==> config.mk <==
export PLATFORM = sky130hd
export DESIGN_NAME = decode_stage
export DESIGN_NICKNAME = d
export VERILOG_FILES = /design/src/decode_pkg.sv /design/src/pipe_slot.sv /design/src/opcode_classify.sv /design/src/uop_map.sv /design/src/operand_extract.sv /design/src/decode_stage.sv
export SDC_FILE = /design/constraint.sdc
export NUM_CORES = 1
export LEC_CHECK = 0
export BUFFER_PORTS_ARGS = -buffer_cell sky130_fd_sc_hd__buf_2
export CAP_MARGIN = 25
export CORE_ASPECT_RATIO = 1.4
export CORE_MARGIN = 2
export CORE_UTILIZATION = 47
export DETAILED_ROUTE_END_ITERATION = 6
export PLACE_DENSITY = 0.76
export SLEW_MARGIN = 15
export SYNTH_ARGS = -nofsm -noshare
export SYNTH_HDL_FRONTEND = slang
export SYNTH_SLANG_ARGS = --single-unit
==> constraint.sdc <==
create_clock -name clk -period 8.6 [get_ports clk]
set_clock_uncertainty 0.05 [all_clocks]
set_input_delay 0.43 -clock clk [delete_from_list [all_inputs] [get_ports clk]]
set_output_delay 0.43 -clock clk [all_outputs]
set_load 0.02 [all_outputs]
==> src/decode_pkg.sv <==
`default_nettype none

package decode_pkg;

    localparam int xlen       = 32;
    localparam int reg_addr_w = 5;
    localparam int opcode_w   = 7;
    localparam int funct3_w   = 3;
    localparam int funct7_w   = 7;
    localparam int csr_w      = 12;
    localparam int uop_w      = 6;

    // major opcodes
    localparam logic [opcode_w-1:0] op_reg      = 7'b01_100_11;
    localparam logic [opcode_w-1:0] op_imm      = 7'b00_100_11;
    localparam logic [opcode_w-1:0] op_auipc    = 7'b00_101_11;
    localparam logic [opcode_w-1:0] op_jal      = 7'b11_011_11;
    localparam logic [opcode_w-1:0] op_jalr     = 7'b11_001_11;
    localparam logic [opcode_w-1:0] op_branch   = 7'b11_000_11;
    localparam logic [opcode_w-1:0] op_lui      = 7'b01_101_11;
    localparam logic [opcode_w-1:0] op_load     = 7'b00_000_11;
    localparam logic [opcode_w-1:0] op_store    = 7'b01_000_11;
    localparam logic [opcode_w-1:0] op_misc_mem = 7'b00_011_11;
    localparam logic [opcode_w-1:0] op_system   = 7'b11_100_11;

    // funct7 qualifiers
    localparam logic [funct7_w-1:0] f7_base   = 7'b0000000;
    localparam logic [funct7_w-1:0] f7_alt    = 7'b0100000;
    localparam logic [funct7_w-1:0] f7_muldiv = 7'b0000001;

    // field start bits
    localparam int rd_lsb     = 7;
    localparam int funct3_lsb = 12;
    localparam int rs_lsb     = 15;
    localparam int rt_lsb     = 20;
    localparam int funct7_lsb = 25;

    localparam logic [uop_w-1:0] uop_illegal = 6'd63;

    // register read request bits
    localparam logic [1:0] req_rs = 2'b01;
    localparam logic [1:0] req_rt = 2'b10;

    typedef enum logic [3:0] {
        cls_alu, cls_alu_alt, cls_mul, cls_div,
        cls_alu_imm, cls_sra_imm,
        cls_auipc, cls_jal, cls_jalr, cls_branch,
        cls_lui, cls_load, cls_store, cls_fence, cls_system,
        cls_illegal
    } instr_class_t;

    typedef enum logic [2:0] {
        fmt_r, fmt_i, fmt_s, fmt_b, fmt_u, fmt_j
    } fmt_t;

    // execution pipes
    typedef enum logic [1:0] {
        pipe_x, pipe_d, pipe_l, pipe_c
    } pipe_t;

    typedef struct packed {
        logic [xlen-1:0] instr;
        logic [xlen-1:0] pc;
    } fetch_pkt_t;

    typedef struct packed {
        pipe_t                 pipe;
        logic [uop_w-1:0]      uop;
        logic [reg_addr_w-1:0] rd;
        logic [reg_addr_w-1:0] rs;
        logic [reg_addr_w-1:0] rt;
        logic [1:0]            req;
        logic [xlen-1:0]       imm;
        logic [csr_w-1:0]      csr;
        logic [xlen-1:0]       pc;
        // debug only
        instr_class_t          cls;
        fmt_t                  fmt;
    } dec_pkt_t;

endpackage

`default_nettype wire

==> src/pipe_slot.sv <==
`timescale 1ns/1ps
`default_nettype none

module pipe_slot #(
    parameter type payload_t = logic
) (
    input  logic     clk,
    input  logic     arst_n,
    input  logic     flush,
    input  logic     in_valid,
    input  payload_t in_pkt,
    output logic     in_ready,
    output logic     out_valid,
    output payload_t out_pkt,
    input  logic     out_ready
);

    logic     full;
    payload_t pkt_q;

    // take a new item when empty or when the held one leaves this cycle
    assign in_ready  = (!full || out_ready) && !flush;
    assign out_valid = full;
    assign out_pkt   = pkt_q;

    always_ff @(posedge clk or negedge arst_n) begin
        if (!arst_n) begin
            full <= 1'b0;
        end else if (flush) begin
            full <= 1'b0;
        end else if (in_valid && in_ready) begin
            full <= 1'b1;
        end else if (out_ready) begin
            full <= 1'b0;
        end
    end

    always_ff @(posedge clk) begin
        if (in_valid && in_ready) begin
            pkt_q <= in_pkt;
        end
    end

    // held item must not move under back-pressure
    a_hold_stable: assert property (@(posedge clk) disable iff (!arst_n)
        out_valid && !out_ready && !flush |=> $stable(out_pkt));

    a_flush_empty: assert property (@(posedge clk) disable iff (!arst_n)
        flush |=> !out_valid);

endmodule

`default_nettype wire

==> src/opcode_classify.sv <==
`timescale 1ns/1ps
`default_nettype none

module opcode_classify import decode_pkg::*; (
    input  logic [xlen-1:0] instr,
    output instr_class_t    cls,
    output fmt_t            fmt
);

    logic [opcode_w-1:0] opcode;
    logic [funct3_w-1:0] funct3;
    logic [funct7_w-1:0] funct7;

    assign opcode = instr[opcode_w-1:0];
    assign funct3 = instr[funct3_lsb +: funct3_w];
    assign funct7 = instr[funct7_lsb +: funct7_w];

    always_comb begin
        unique case (opcode)
            op_reg: begin
                if (funct7 == f7_base) begin
                    cls = cls_alu;
                end else if (funct7 == f7_alt) begin
                    cls = cls_alu_alt;
                end else if (funct7 == f7_muldiv) begin
                    // upper half of funct3 is the divide group
                    cls = funct3[2] ? cls_div : cls_mul;
                end else begin
                    cls = cls_illegal;
                end
            end
            op_imm: begin
                if (funct3 == 3'd5 && funct7 == f7_alt) begin
                    cls = cls_sra_imm;
                end else begin
                    cls = cls_alu_imm;
                end
            end
            op_auipc:    cls = cls_auipc;
            op_jal:      cls = cls_jal;
            op_jalr:     cls = cls_jalr;
            op_branch:   cls = cls_branch;
            op_lui:      cls = cls_lui;
            op_load:     cls = cls_load;
            op_store:    cls = cls_store;
            op_misc_mem: cls = cls_fence;
            op_system:   cls = cls_system;
            default:     cls = cls_illegal;
        endcase
    end

    // encoding format per class
    always_comb begin
        unique case (cls)
            cls_alu_imm, cls_sra_imm, cls_jalr, cls_lui,
            cls_load, cls_fence, cls_system: fmt = fmt_i;
            cls_store:                       fmt = fmt_s;
            cls_branch:                      fmt = fmt_b;
            cls_auipc:                       fmt = fmt_u;
            cls_jal:                         fmt = fmt_j;
            default:                         fmt = fmt_r;
        endcase
    end

endmodule

`default_nettype wire

==> src/uop_map.sv <==
`timescale 1ns/1ps
`default_nettype none

module uop_map import decode_pkg::*; (
    input  instr_class_t     cls,
    input  logic [xlen-1:0]  instr,
    output pipe_t            pipe,
    output logic [uop_w-1:0] uop
);

    logic [funct3_w-1:0] funct3;
    logic [csr_w-1:0]    sys_field;

    assign funct3    = instr[funct3_lsb +: funct3_w];
    assign sys_field = instr[rt_lsb +: csr_w];

    always_comb begin
        logic [2:0] grp;
        logic [2:0] low;

        pipe = pipe_x;
        grp  = 3'd0;
        low  = funct3;
        unique case (cls)
            cls_alu: begin
                grp = 3'd0;
            end
            cls_alu_alt: begin
                grp = 3'd1;
                low = (funct3 == 3'd0) ? 3'd4 : 3'd5;
            end
            cls_mul: begin
                grp = 3'd1;
            end
            cls_alu_imm: begin
                grp = 3'd2;
            end
            cls_sra_imm: begin
                grp = 3'd3;
                low = 3'd2;
            end
            cls_branch: begin
                grp = 3'd3;
            end
            cls_auipc: begin
                grp = 3'd4;
                low = 3'd0;
            end
            cls_jal: begin
                grp = 3'd4;
                low = 3'd1;
            end
            cls_jalr: begin
                grp = 3'd4;
                low = 3'd2;
            end
            cls_div: begin
                pipe = pipe_d;
            end
            cls_load: begin
                pipe = pipe_l;
            end
            cls_lui: begin
                pipe = pipe_l;
                low  = 3'd3;
            end
            cls_store: begin
                pipe = pipe_l;
                grp  = 3'd1;
            end
            cls_fence: begin
                pipe = pipe_l;
                grp  = 3'd2;
            end
            cls_system: begin
                pipe = pipe_c;
                if (funct3 == 3'd0) begin
                    // ecall vs ebreak
                    low = (sys_field == 12'd1) ? 3'd1 : 3'd0;
                end else begin
                    grp = 3'd1;
                end
            end
            default: begin
                grp = uop_illegal[5:3];
                low = uop_illegal[2:0];
            end
        endcase

        uop = {grp, low};

        // group 7 is reserved for illegal encodings only
        assert ((uop == uop_illegal) == (cls == cls_illegal))
            else $error("uop_map: illegal uop mismatch, cls %0d uop %0d", cls, uop);
    end

endmodule

`default_nettype wire

==> src/operand_extract.sv <==
`timescale 1ns/1ps
`default_nettype none

module operand_extract import decode_pkg::*; (
    input  fmt_t                  fmt,
    input  logic [xlen-1:0]       instr,
    output logic [reg_addr_w-1:0] rd,
    output logic [reg_addr_w-1:0] rs,
    output logic [reg_addr_w-1:0] rt,
    output logic [1:0]            req,
    output logic [xlen-1:0]       imm,
    output logic [csr_w-1:0]      csr
);

    logic use_rd;
    logic use_rs;
    logic use_rt;
    logic sign;

    assign use_rd = (fmt == fmt_r) || (fmt == fmt_i) || (fmt == fmt_u) || (fmt == fmt_j);
    assign use_rs = (fmt == fmt_r) || (fmt == fmt_i) || (fmt == fmt_s) || (fmt == fmt_b);
    assign use_rt = (fmt == fmt_r) || (fmt == fmt_s) || (fmt == fmt_b);

    // unused register fields read as x0
    assign rd = use_rd ? instr[rd_lsb +: reg_addr_w] : '0;
    assign rs = use_rs ? instr[rs_lsb +: reg_addr_w] : '0;
    assign rt = use_rt ? instr[rt_lsb +: reg_addr_w] : '0;

    assign req = (use_rs ? req_rs : 2'b00) | (use_rt ? req_rt : 2'b00);

    assign csr  = instr[rt_lsb +: csr_w];
    assign sign = instr[xlen-1];

    always_comb begin
        unique case (fmt)
            fmt_i: begin
                imm = {{20{sign}}, instr[31:20]};
            end
            fmt_s, fmt_b: begin
                // store and branch share the split field
                imm = {{20{sign}}, instr[31:25], instr[11:7]};
            end
            fmt_u, fmt_j: begin
                imm = {{12{sign}}, instr[31:12]};
            end
            default: begin
                imm = '0;
            end
        endcase
    end

endmodule

`default_nettype wire

==> src/decode_stage.sv <==
`timescale 1ns/1ps
`default_nettype none

module decode_stage import decode_pkg::*; (
    input  logic       clk,
    input  logic       arst_n,
    input  logic       flush,
    input  logic       in_valid,
    input  fetch_pkt_t in_pkt,
    output logic       in_ready,
    output logic       out_valid,
    output dec_pkt_t   out_pkt,
    input  logic       out_ready
);

    logic                  fetch_valid;
    logic                  fetch_ready;
    fetch_pkt_t            fetch_pkt;
    instr_class_t          cls;
    fmt_t                  fmt;
    pipe_t                 pipe;
    logic [uop_w-1:0]      uop;
    logic [reg_addr_w-1:0] rd;
    logic [reg_addr_w-1:0] rs;
    logic [reg_addr_w-1:0] rt;
    logic [1:0]            req;
    logic [xlen-1:0]       imm;
    logic [csr_w-1:0]      csr;
    dec_pkt_t              dec_pkt;

    pipe_slot #(.payload_t(fetch_pkt_t)) u_fetch_slot (
        .clk(clk), .arst_n(arst_n), .flush(flush),
        .in_valid(in_valid), .in_pkt(in_pkt), .in_ready(in_ready),
        .out_valid(fetch_valid), .out_pkt(fetch_pkt), .out_ready(fetch_ready)
    );

    opcode_classify u_classify (.instr(fetch_pkt.instr), .cls(cls), .fmt(fmt));

    uop_map u_uop_map (.cls(cls), .instr(fetch_pkt.instr), .pipe(pipe), .uop(uop));

    operand_extract u_operands (
        .fmt(fmt), .instr(fetch_pkt.instr),
        .rd(rd), .rs(rs), .rt(rt), .req(req), .imm(imm), .csr(csr)
    );

    // pc rides along unchanged
    assign dec_pkt = '{pipe: pipe, uop: uop, rd: rd, rs: rs, rt: rt, req: req,
                       imm: imm, csr: csr, pc: fetch_pkt.pc, cls: cls, fmt: fmt};

    pipe_slot #(.payload_t(dec_pkt_t)) u_dec_slot (
        .clk(clk), .arst_n(arst_n), .flush(flush),
        .in_valid(fetch_valid), .in_pkt(dec_pkt), .in_ready(fetch_ready),
        .out_valid(out_valid), .out_pkt(out_pkt), .out_ready(out_ready)
    );

endmodule

`default_nettype wire

======== Word-level counts from Yosys, hierarchy flattened ========
Memories as Yosys holds them, arrays and structs flattened.
Index checks and enable logic that the tools add are counted.
cells by class
  equal/unequal tests ..................... 34
  mux-type cells .......................... 22
  bitwise gates (word level) .............. 1
  reduce and logical (&&, ||, !) cells .... 33
operators with widths
  kind                                                               count
  32-bit case mux with 3 select lines                                1
  4-bit case mux with 11 select lines                                1
  4-bit == test (second input constant)                              7
  7-bit by 6-bit == test with 1-bit output (second input constant)   4
  7-bit == test (second input constant)                              4
  3-bit case mux with 7 select lines                                 1
  3-bit case mux with 6 select lines                                 1
  4-bit by 3-bit == test with 1-bit output (second input constant)   4
  7-bit by 5-bit == test with 1-bit output (second input constant)   2
  12-bit by 1-bit == test with 1-bit output (second input constant)  1
  1-bit 2-to-1 mux                                                   12
  4-bit 2-to-1 mux                                                   3
  2-bit OR reduction                                                 5
  3-bit == test (second input constant)                              3
  1-bit logical OR                                                   9
  4-bit by 2-bit == test with 1-bit output (second input constant)   2
  4-bit OR reduction                                                 2
  8-bit OR reduction                                                 1
  7-bit by 1-bit == test with 1-bit output (second input constant)   1
  7-bit by 2-bit == test with 1-bit output (second input constant)   1
  7-bit by 4-bit == test with 1-bit output (second input constant)   1
  7-bit logical NOT                                                  1
  3-bit by 2-bit == test with 1-bit output (second input constant)   2
  3-bit logical NOT                                                  2
  other kinds (11)                                                   19
storage, ports and cells
  register bits after elaboration ......... 174
  bits in read-only memories .............. 48
  word-level logic and storage cells ...... 106
  memories ................................ 1
memory list
  name             depth  width  rd ports  clocked after Yosys merged registers in  write ports  RTL line               text
  (no name shown)  16     3      1         0                                        0            opcode_classify.sv:54  unique case (cls)

======== Logic depth before layout (Yosys ltp) ========
An unclocked memory read counts as a cell.
  depth in word-level cells ............... 12
  gate-level depth with buffers ........... 14
  mapped depth without buffers ............ 12

======== Hierarchy ========
From an unflattened synthesis, not the netlist that was laid out.
second synthesis, totals
  cell total of the unflattened synthesis .. 420
  area total of the unflattened synthesis .. 6969.2 um^2
by module, submodules not included
  module                     instances  cells each  area each (um^2)
  pipe_slot at u_dec_slot    1          113         3308.2
  pipe_slot at u_fetch_slot  1          69          1986.9
  operand_extract            1          118         905.9
  opcode_classify            1          64          440.4
  uop_map                    1          56          327.8

======== Worst setup path after synthesis ========
OpenSTA, ideal clock, no wires.
  kind .................................... flip-flop to flip-flop
  start ................................... register u_dec_slot.full, in the netlist u_dec_slot.out_valid
  end ..................................... register u_dec_slot.pkt_q, in the netlist u_dec_slot.out_pkt[0] (enable)
  arrival time ............................ 7.591 ns
  setup slack ............................. 0.269 ns
  stages on the path, launching flop included .. 3
  path buffers ............................ 0
  clock period less this slack ............ 8.331 ns
  cells stage by stage .................... dfrtp_1 > nor2b_1 > nor3b_1
on the way
  word-level cells in the longest chain between the ends .. 4
ends and longest elaborated chain
  item                      RTL line         text
  start: declaration        pipe_slot.sv:18  logic full;
  start signal: assignment  pipe_slot.sv:28  full <= 1'b0;
  start signal: assignment  pipe_slot.sv:30  full <= 1'b0;
  start signal: assignment  pipe_slot.sv:32  full <= 1'b1;
  1-bit logical NOT         pipe_slot.sv:22  assign in_ready = (!full || out_ready) && !flush;
  1-bit logical OR          pipe_slot.sv:22
  1-bit logical AND         pipe_slot.sv:22
  1-bit logical AND         pipe_slot.sv:39  if (in_valid && in_ready) begin
  end signal: assignment    pipe_slot.sv:40  pkt_q <= in_pkt;
  end: declaration          pipe_slot.sv:19  payload_t pkt_q;
No other way between the ends.
A chain may end at the register's enable or synchronous reset.

======== Worst setup path in the final report ========
  start ................................... register u_fetch_slot.pkt_q, in the netlist u_fetch_slot.out_pkt[58]
  end ..................................... register u_dec_slot.pkt_q, in the netlist u_dec_slot.out_pkt[69] (data pin)
on the way
  word-level cells in the longest chain between the ends .. 9
ends and longest elaborated chain
  item                                                                              RTL line               text
  start: declaration                                                                pipe_slot.sv:19
  start signal: assignment                                                          pipe_slot.sv:40
  7-bit by 1-bit == test with 1-bit output                                          opcode_classify.sv:25  end else if (funct7 == f7_muldiv) begin
  4-bit 2-to-1 mux                                                                  opcode_classify.sv:25
  4-bit 2-to-1 mux                                                                  opcode_classify.sv:23  end else if (funct7 == f7_alt) begin
  4-bit 2-to-1 mux                                                                  opcode_classify.sv:21  if (funct7 == f7_base) begin
  4-bit case mux with 11 select lines (*)                                           opcode_classify.sv:19  unique case (opcode)
  named net cls[0]                                                                  decode_stage.sv:19     instr_class_t cls;
  memory 16 x 3 bit (*)                                                             --
  3-bit == test / 3-bit by 2-bit == test with 1-bit output (equally long branches)  operand_extract.sv:35  unique case (fmt)
  2-bit OR reduction                                                                operand_extract.sv:35
  32-bit case mux with 3 select lines (*)                                           operand_extract.sv:35
  named net imm[18]                                                                 decode_stage.sv:27     logic [xlen-1:0] imm;
The timed path passes the listed nets; every way through them passes the cells marked *.

==> results_dict.tcl <==
set metrics [dict create \
    worst_slack_ns 4.97 \
    clock_power_share 0.438 \
    powerDensity_mw_per_mm2 228 \
    firstDrtPassIters 6 \
    relSlewSlack 0.396 \
    reg2reg_from "u_fetch_slot.out_pkt[58]" \
    slew_violations 0 \
    synth_cell_types 55 \
    path_class "reg2reg" \
    start_util 0.477 \
    drv_cap 0 \
    status "finished clean" \
    grt_pass1_vias 3777 \
    path_buf_inv 2 \
    cp-end-kind "register" \
    worstHoldPathCells 1 \
    path_max_fanout 10 \
    cts-root-buf "clkbuf_16" \
    rsz0062_at_grt "no" \
    clk_latency_ns 0.41 \
    die_height_microns 141 \
    hp-class "in2reg" \
    pwr-share-seq 0.508 \
    fin_tns_setup_ns 0 \
    die_x_microns 102 \
    ctsResizeCount 0 \
    synthArstFlopShare 0.0123 \
    wirelength_microns 13200 \
    place_ws_ns 4.64 \
    synth_area_sq_mm 0.00629 \
    vias_per_cell 5.12 \
    r2r_end "u_dec_slot.out_pkt[69]" \
    drive_above_1_share 0.407 \
    hpwl_microns 9260 \
    hp-start "in_pkt[10]" \
    port_buffers 178 \
    syn_to_final_growth_pct 25.3 \
    syn_avg_cell_area_sq_um 16.6 \
    min_to "u_fetch_slot.out_pkt[10]" \
    clk_path_buf_depth 2 \
    max_stage_delay_ns 0.51 \
    power_switching_uw 398 \
    final_cells 750 \
    core-area_sq_mm 0.0132 \
    synth_fp_nets 453 \
    synth.area.top_cells "edfxtp_1 76%, buf_4 1.8%, inv_1 1.4%, a22oi_1 1.3%, o211ai_1 1.3%" \
    hold_viol_final 0 \
    worstPathRequired_ns 8.68 \
    pwr-share-comb 0.053 \
    cts_setup_buffers 0 \
    dieArea_sq_mm 0.0143 \
    worstMarginPinSlew_ns 0.907 \
    ir_drop_mv 0.175 \
    final_cell_mix "178 x buf_2, 160 x edfxtp_1, 23 x inv_1, 18 x nor2_1, 18 x nand2_1" \
    rr_worst_depth 11 \
    p_leak_nw 2.91 \
    crit_chain "nor3_1 -> nor3b_1 -> a21oi_1 -> a2111o_1 -> inv_1 -> ha_1 -> inv_1 -> a21oi_2 -> nor2_4 -> o211ai_1 -> o211ai_1" \
    ys_ff_latch 162 \
    cts_made_buffers 17 \
    post_drt_wl_per_cell_microns 17.6 \
    cts-hold-fix-buffers 1 \
    start_kind "register" \
    clk_pin_slew_ns 0.07 \
    fmax_mhz 275 \
    ant_nets 0 \
    synth_cells 380 \
    critPathTopFamily "compound AO/OA/AOI/OAI gates" \
    layout.nets 627 \
    grt_start_max_net_pins 74 \
    antenna_found_initial 1 \
    ys.flop_type "edfxtp_1" \
    final_common_cell "buf_2" \
    vias 3842 \
    dp.cells 715 \
    tritoncts "yes" \
    crit_path_top_delay_cell "o211ai_1" \
    overflow 0 \
    initialDrtViolationCount 300 \
    final_util 0.597 \
    synth-seq-area-share 0.772 \
    worstPathArrival_ns 3.71 \
    route.detailed.drc 0 \
    grt_pass1_wl_microns 19900 \
    synth_top_area_cell "edfxtp_1" \
    yosys_warnings 0 \
    ios 179 \
    swShare 0.221 \
    synth_edf_count 160 \
    clock-sinks 162 \
    reg2reg_slack_ns 4.97 \
    setup_violations 0 \
    period_minus_slack_ns 3.63 \
    gp_congestion 0.846 \
    synth_top_area_frac 0.764 \
    p_int_mw 1.40 \
    num_rows 50 \
    grt_use_total 0.187 \
    post-route-period-util 0.422 \
    htree_levels 4 \
]
## registers in the layout (all words and copies together), names as in the netlist
name                    flops
u_dec_slot.out_pkt         96
u_dec_slot.out_valid        1
u_fetch_slot.out_pkt       64
u_fetch_slot.out_valid      1
## power by group through the flow
stage	logic, mW	registers [mW]	clock network (mW)
finish	0.0962	0.914	0.788
global route	0.104	0.917	0.834
CTS	0.0969	0.915	0.800
detailed placement	0.0962	0.932	0
global placement	0.0941	0.930	0
floorplan	0.0440	0.947	0
## layer usage
metal	GRT usage	wire (microns)	vias up
li1	-	-	1796
met1	0.212	4980	1853
met2	0.331	7150	173
met3	0.0491	811	20
met4	0.0747	267	0
met5	0	0	-
## worst reg2reg max path: cells and delay by family, from the launching register on
kind	cells	cell delay [ns]
fa+ha+maj	1	0.39
flops	1	0.43
simple gates	3	0.76
compound gates	5	1.47
buf+inv	2	0.26
## worst max path at each step
| stage | start | endpoint | slack, ns | cells after the start |
|---|---|---|---|---|
| 2_1_floorplan | u_dec_slot.out_valid | u_dec_slot.out_pkt[0] | 0.27 | 2 |
| 3_3_place_gp | u_fetch_slot.out_pkt[58] | u_dec_slot.out_pkt[66] | 4.88 | 10 |
| 3_5_place_dp | u_fetch_slot.out_pkt[58] | u_dec_slot.out_pkt[69] | 4.64 | 10 |
| 4_1_cts | u_fetch_slot.out_pkt[58] | u_dec_slot.out_pkt[69] | 4.64 | 10 |
| 5_1_grt | u_fetch_slot.out_pkt[58] | u_dec_slot.out_pkt[69] | 4.67 | 11 |
| 6_report | u_fetch_slot.out_pkt[58] | u_dec_slot.out_pkt[69] | 4.97 | 11 |
## per-stage QoR
step                      hold WS [ns]  power [mW]  instance area [sq um]
after floorplan                 0.0844       0.991                   6290
after global placement           0.164        1.02                   7240
after detailed placement         0.168        1.03                   7240
after CTS                        0.120        1.81                   7870
after global routing             0.112        1.86                   7890
final                            0.134        1.80                   7890
## Yosys cell counts (all sizes together) (6+ instances only)
| master | count |
|---|---|
| o31ai | 6 |
| o211ai | 11 |
| inv | 24 |
| nor3 | 10 |
| a21oi | 12 |
| and2 | 11 |
| edfxtp | 160 |
| nor2 | 20 |
| o21ai | 15 |
| a22oi | 12 |
| nand2 | 18 |
| buf | 24 |
## area by class of cell
cell class,count,area (sq um)
Sequential cell,162,4850
Timing Repair Buffer,182,927
Tap cell,182,228
Fill cell,1025,5320
Clock buffer,17,425
Inverter,24,90.1
Multi-Input combinational cell,167,1160
Clock inverter,15,196
Antenna cell,1,2.50
## kinds of logic after synthesis
| family | share of synthesized area |
|---|---|
| mux | 0.00159 |
| fa+ha+maj | 0.00796 |
| xor+xnor | 0.00139 |
| flops | 0.772 |
| buf+inv | 0.0449 |
| simple gates | 0.0726 |
| compound gates | 0.0998 |
(Power assumes the default switching activity.)
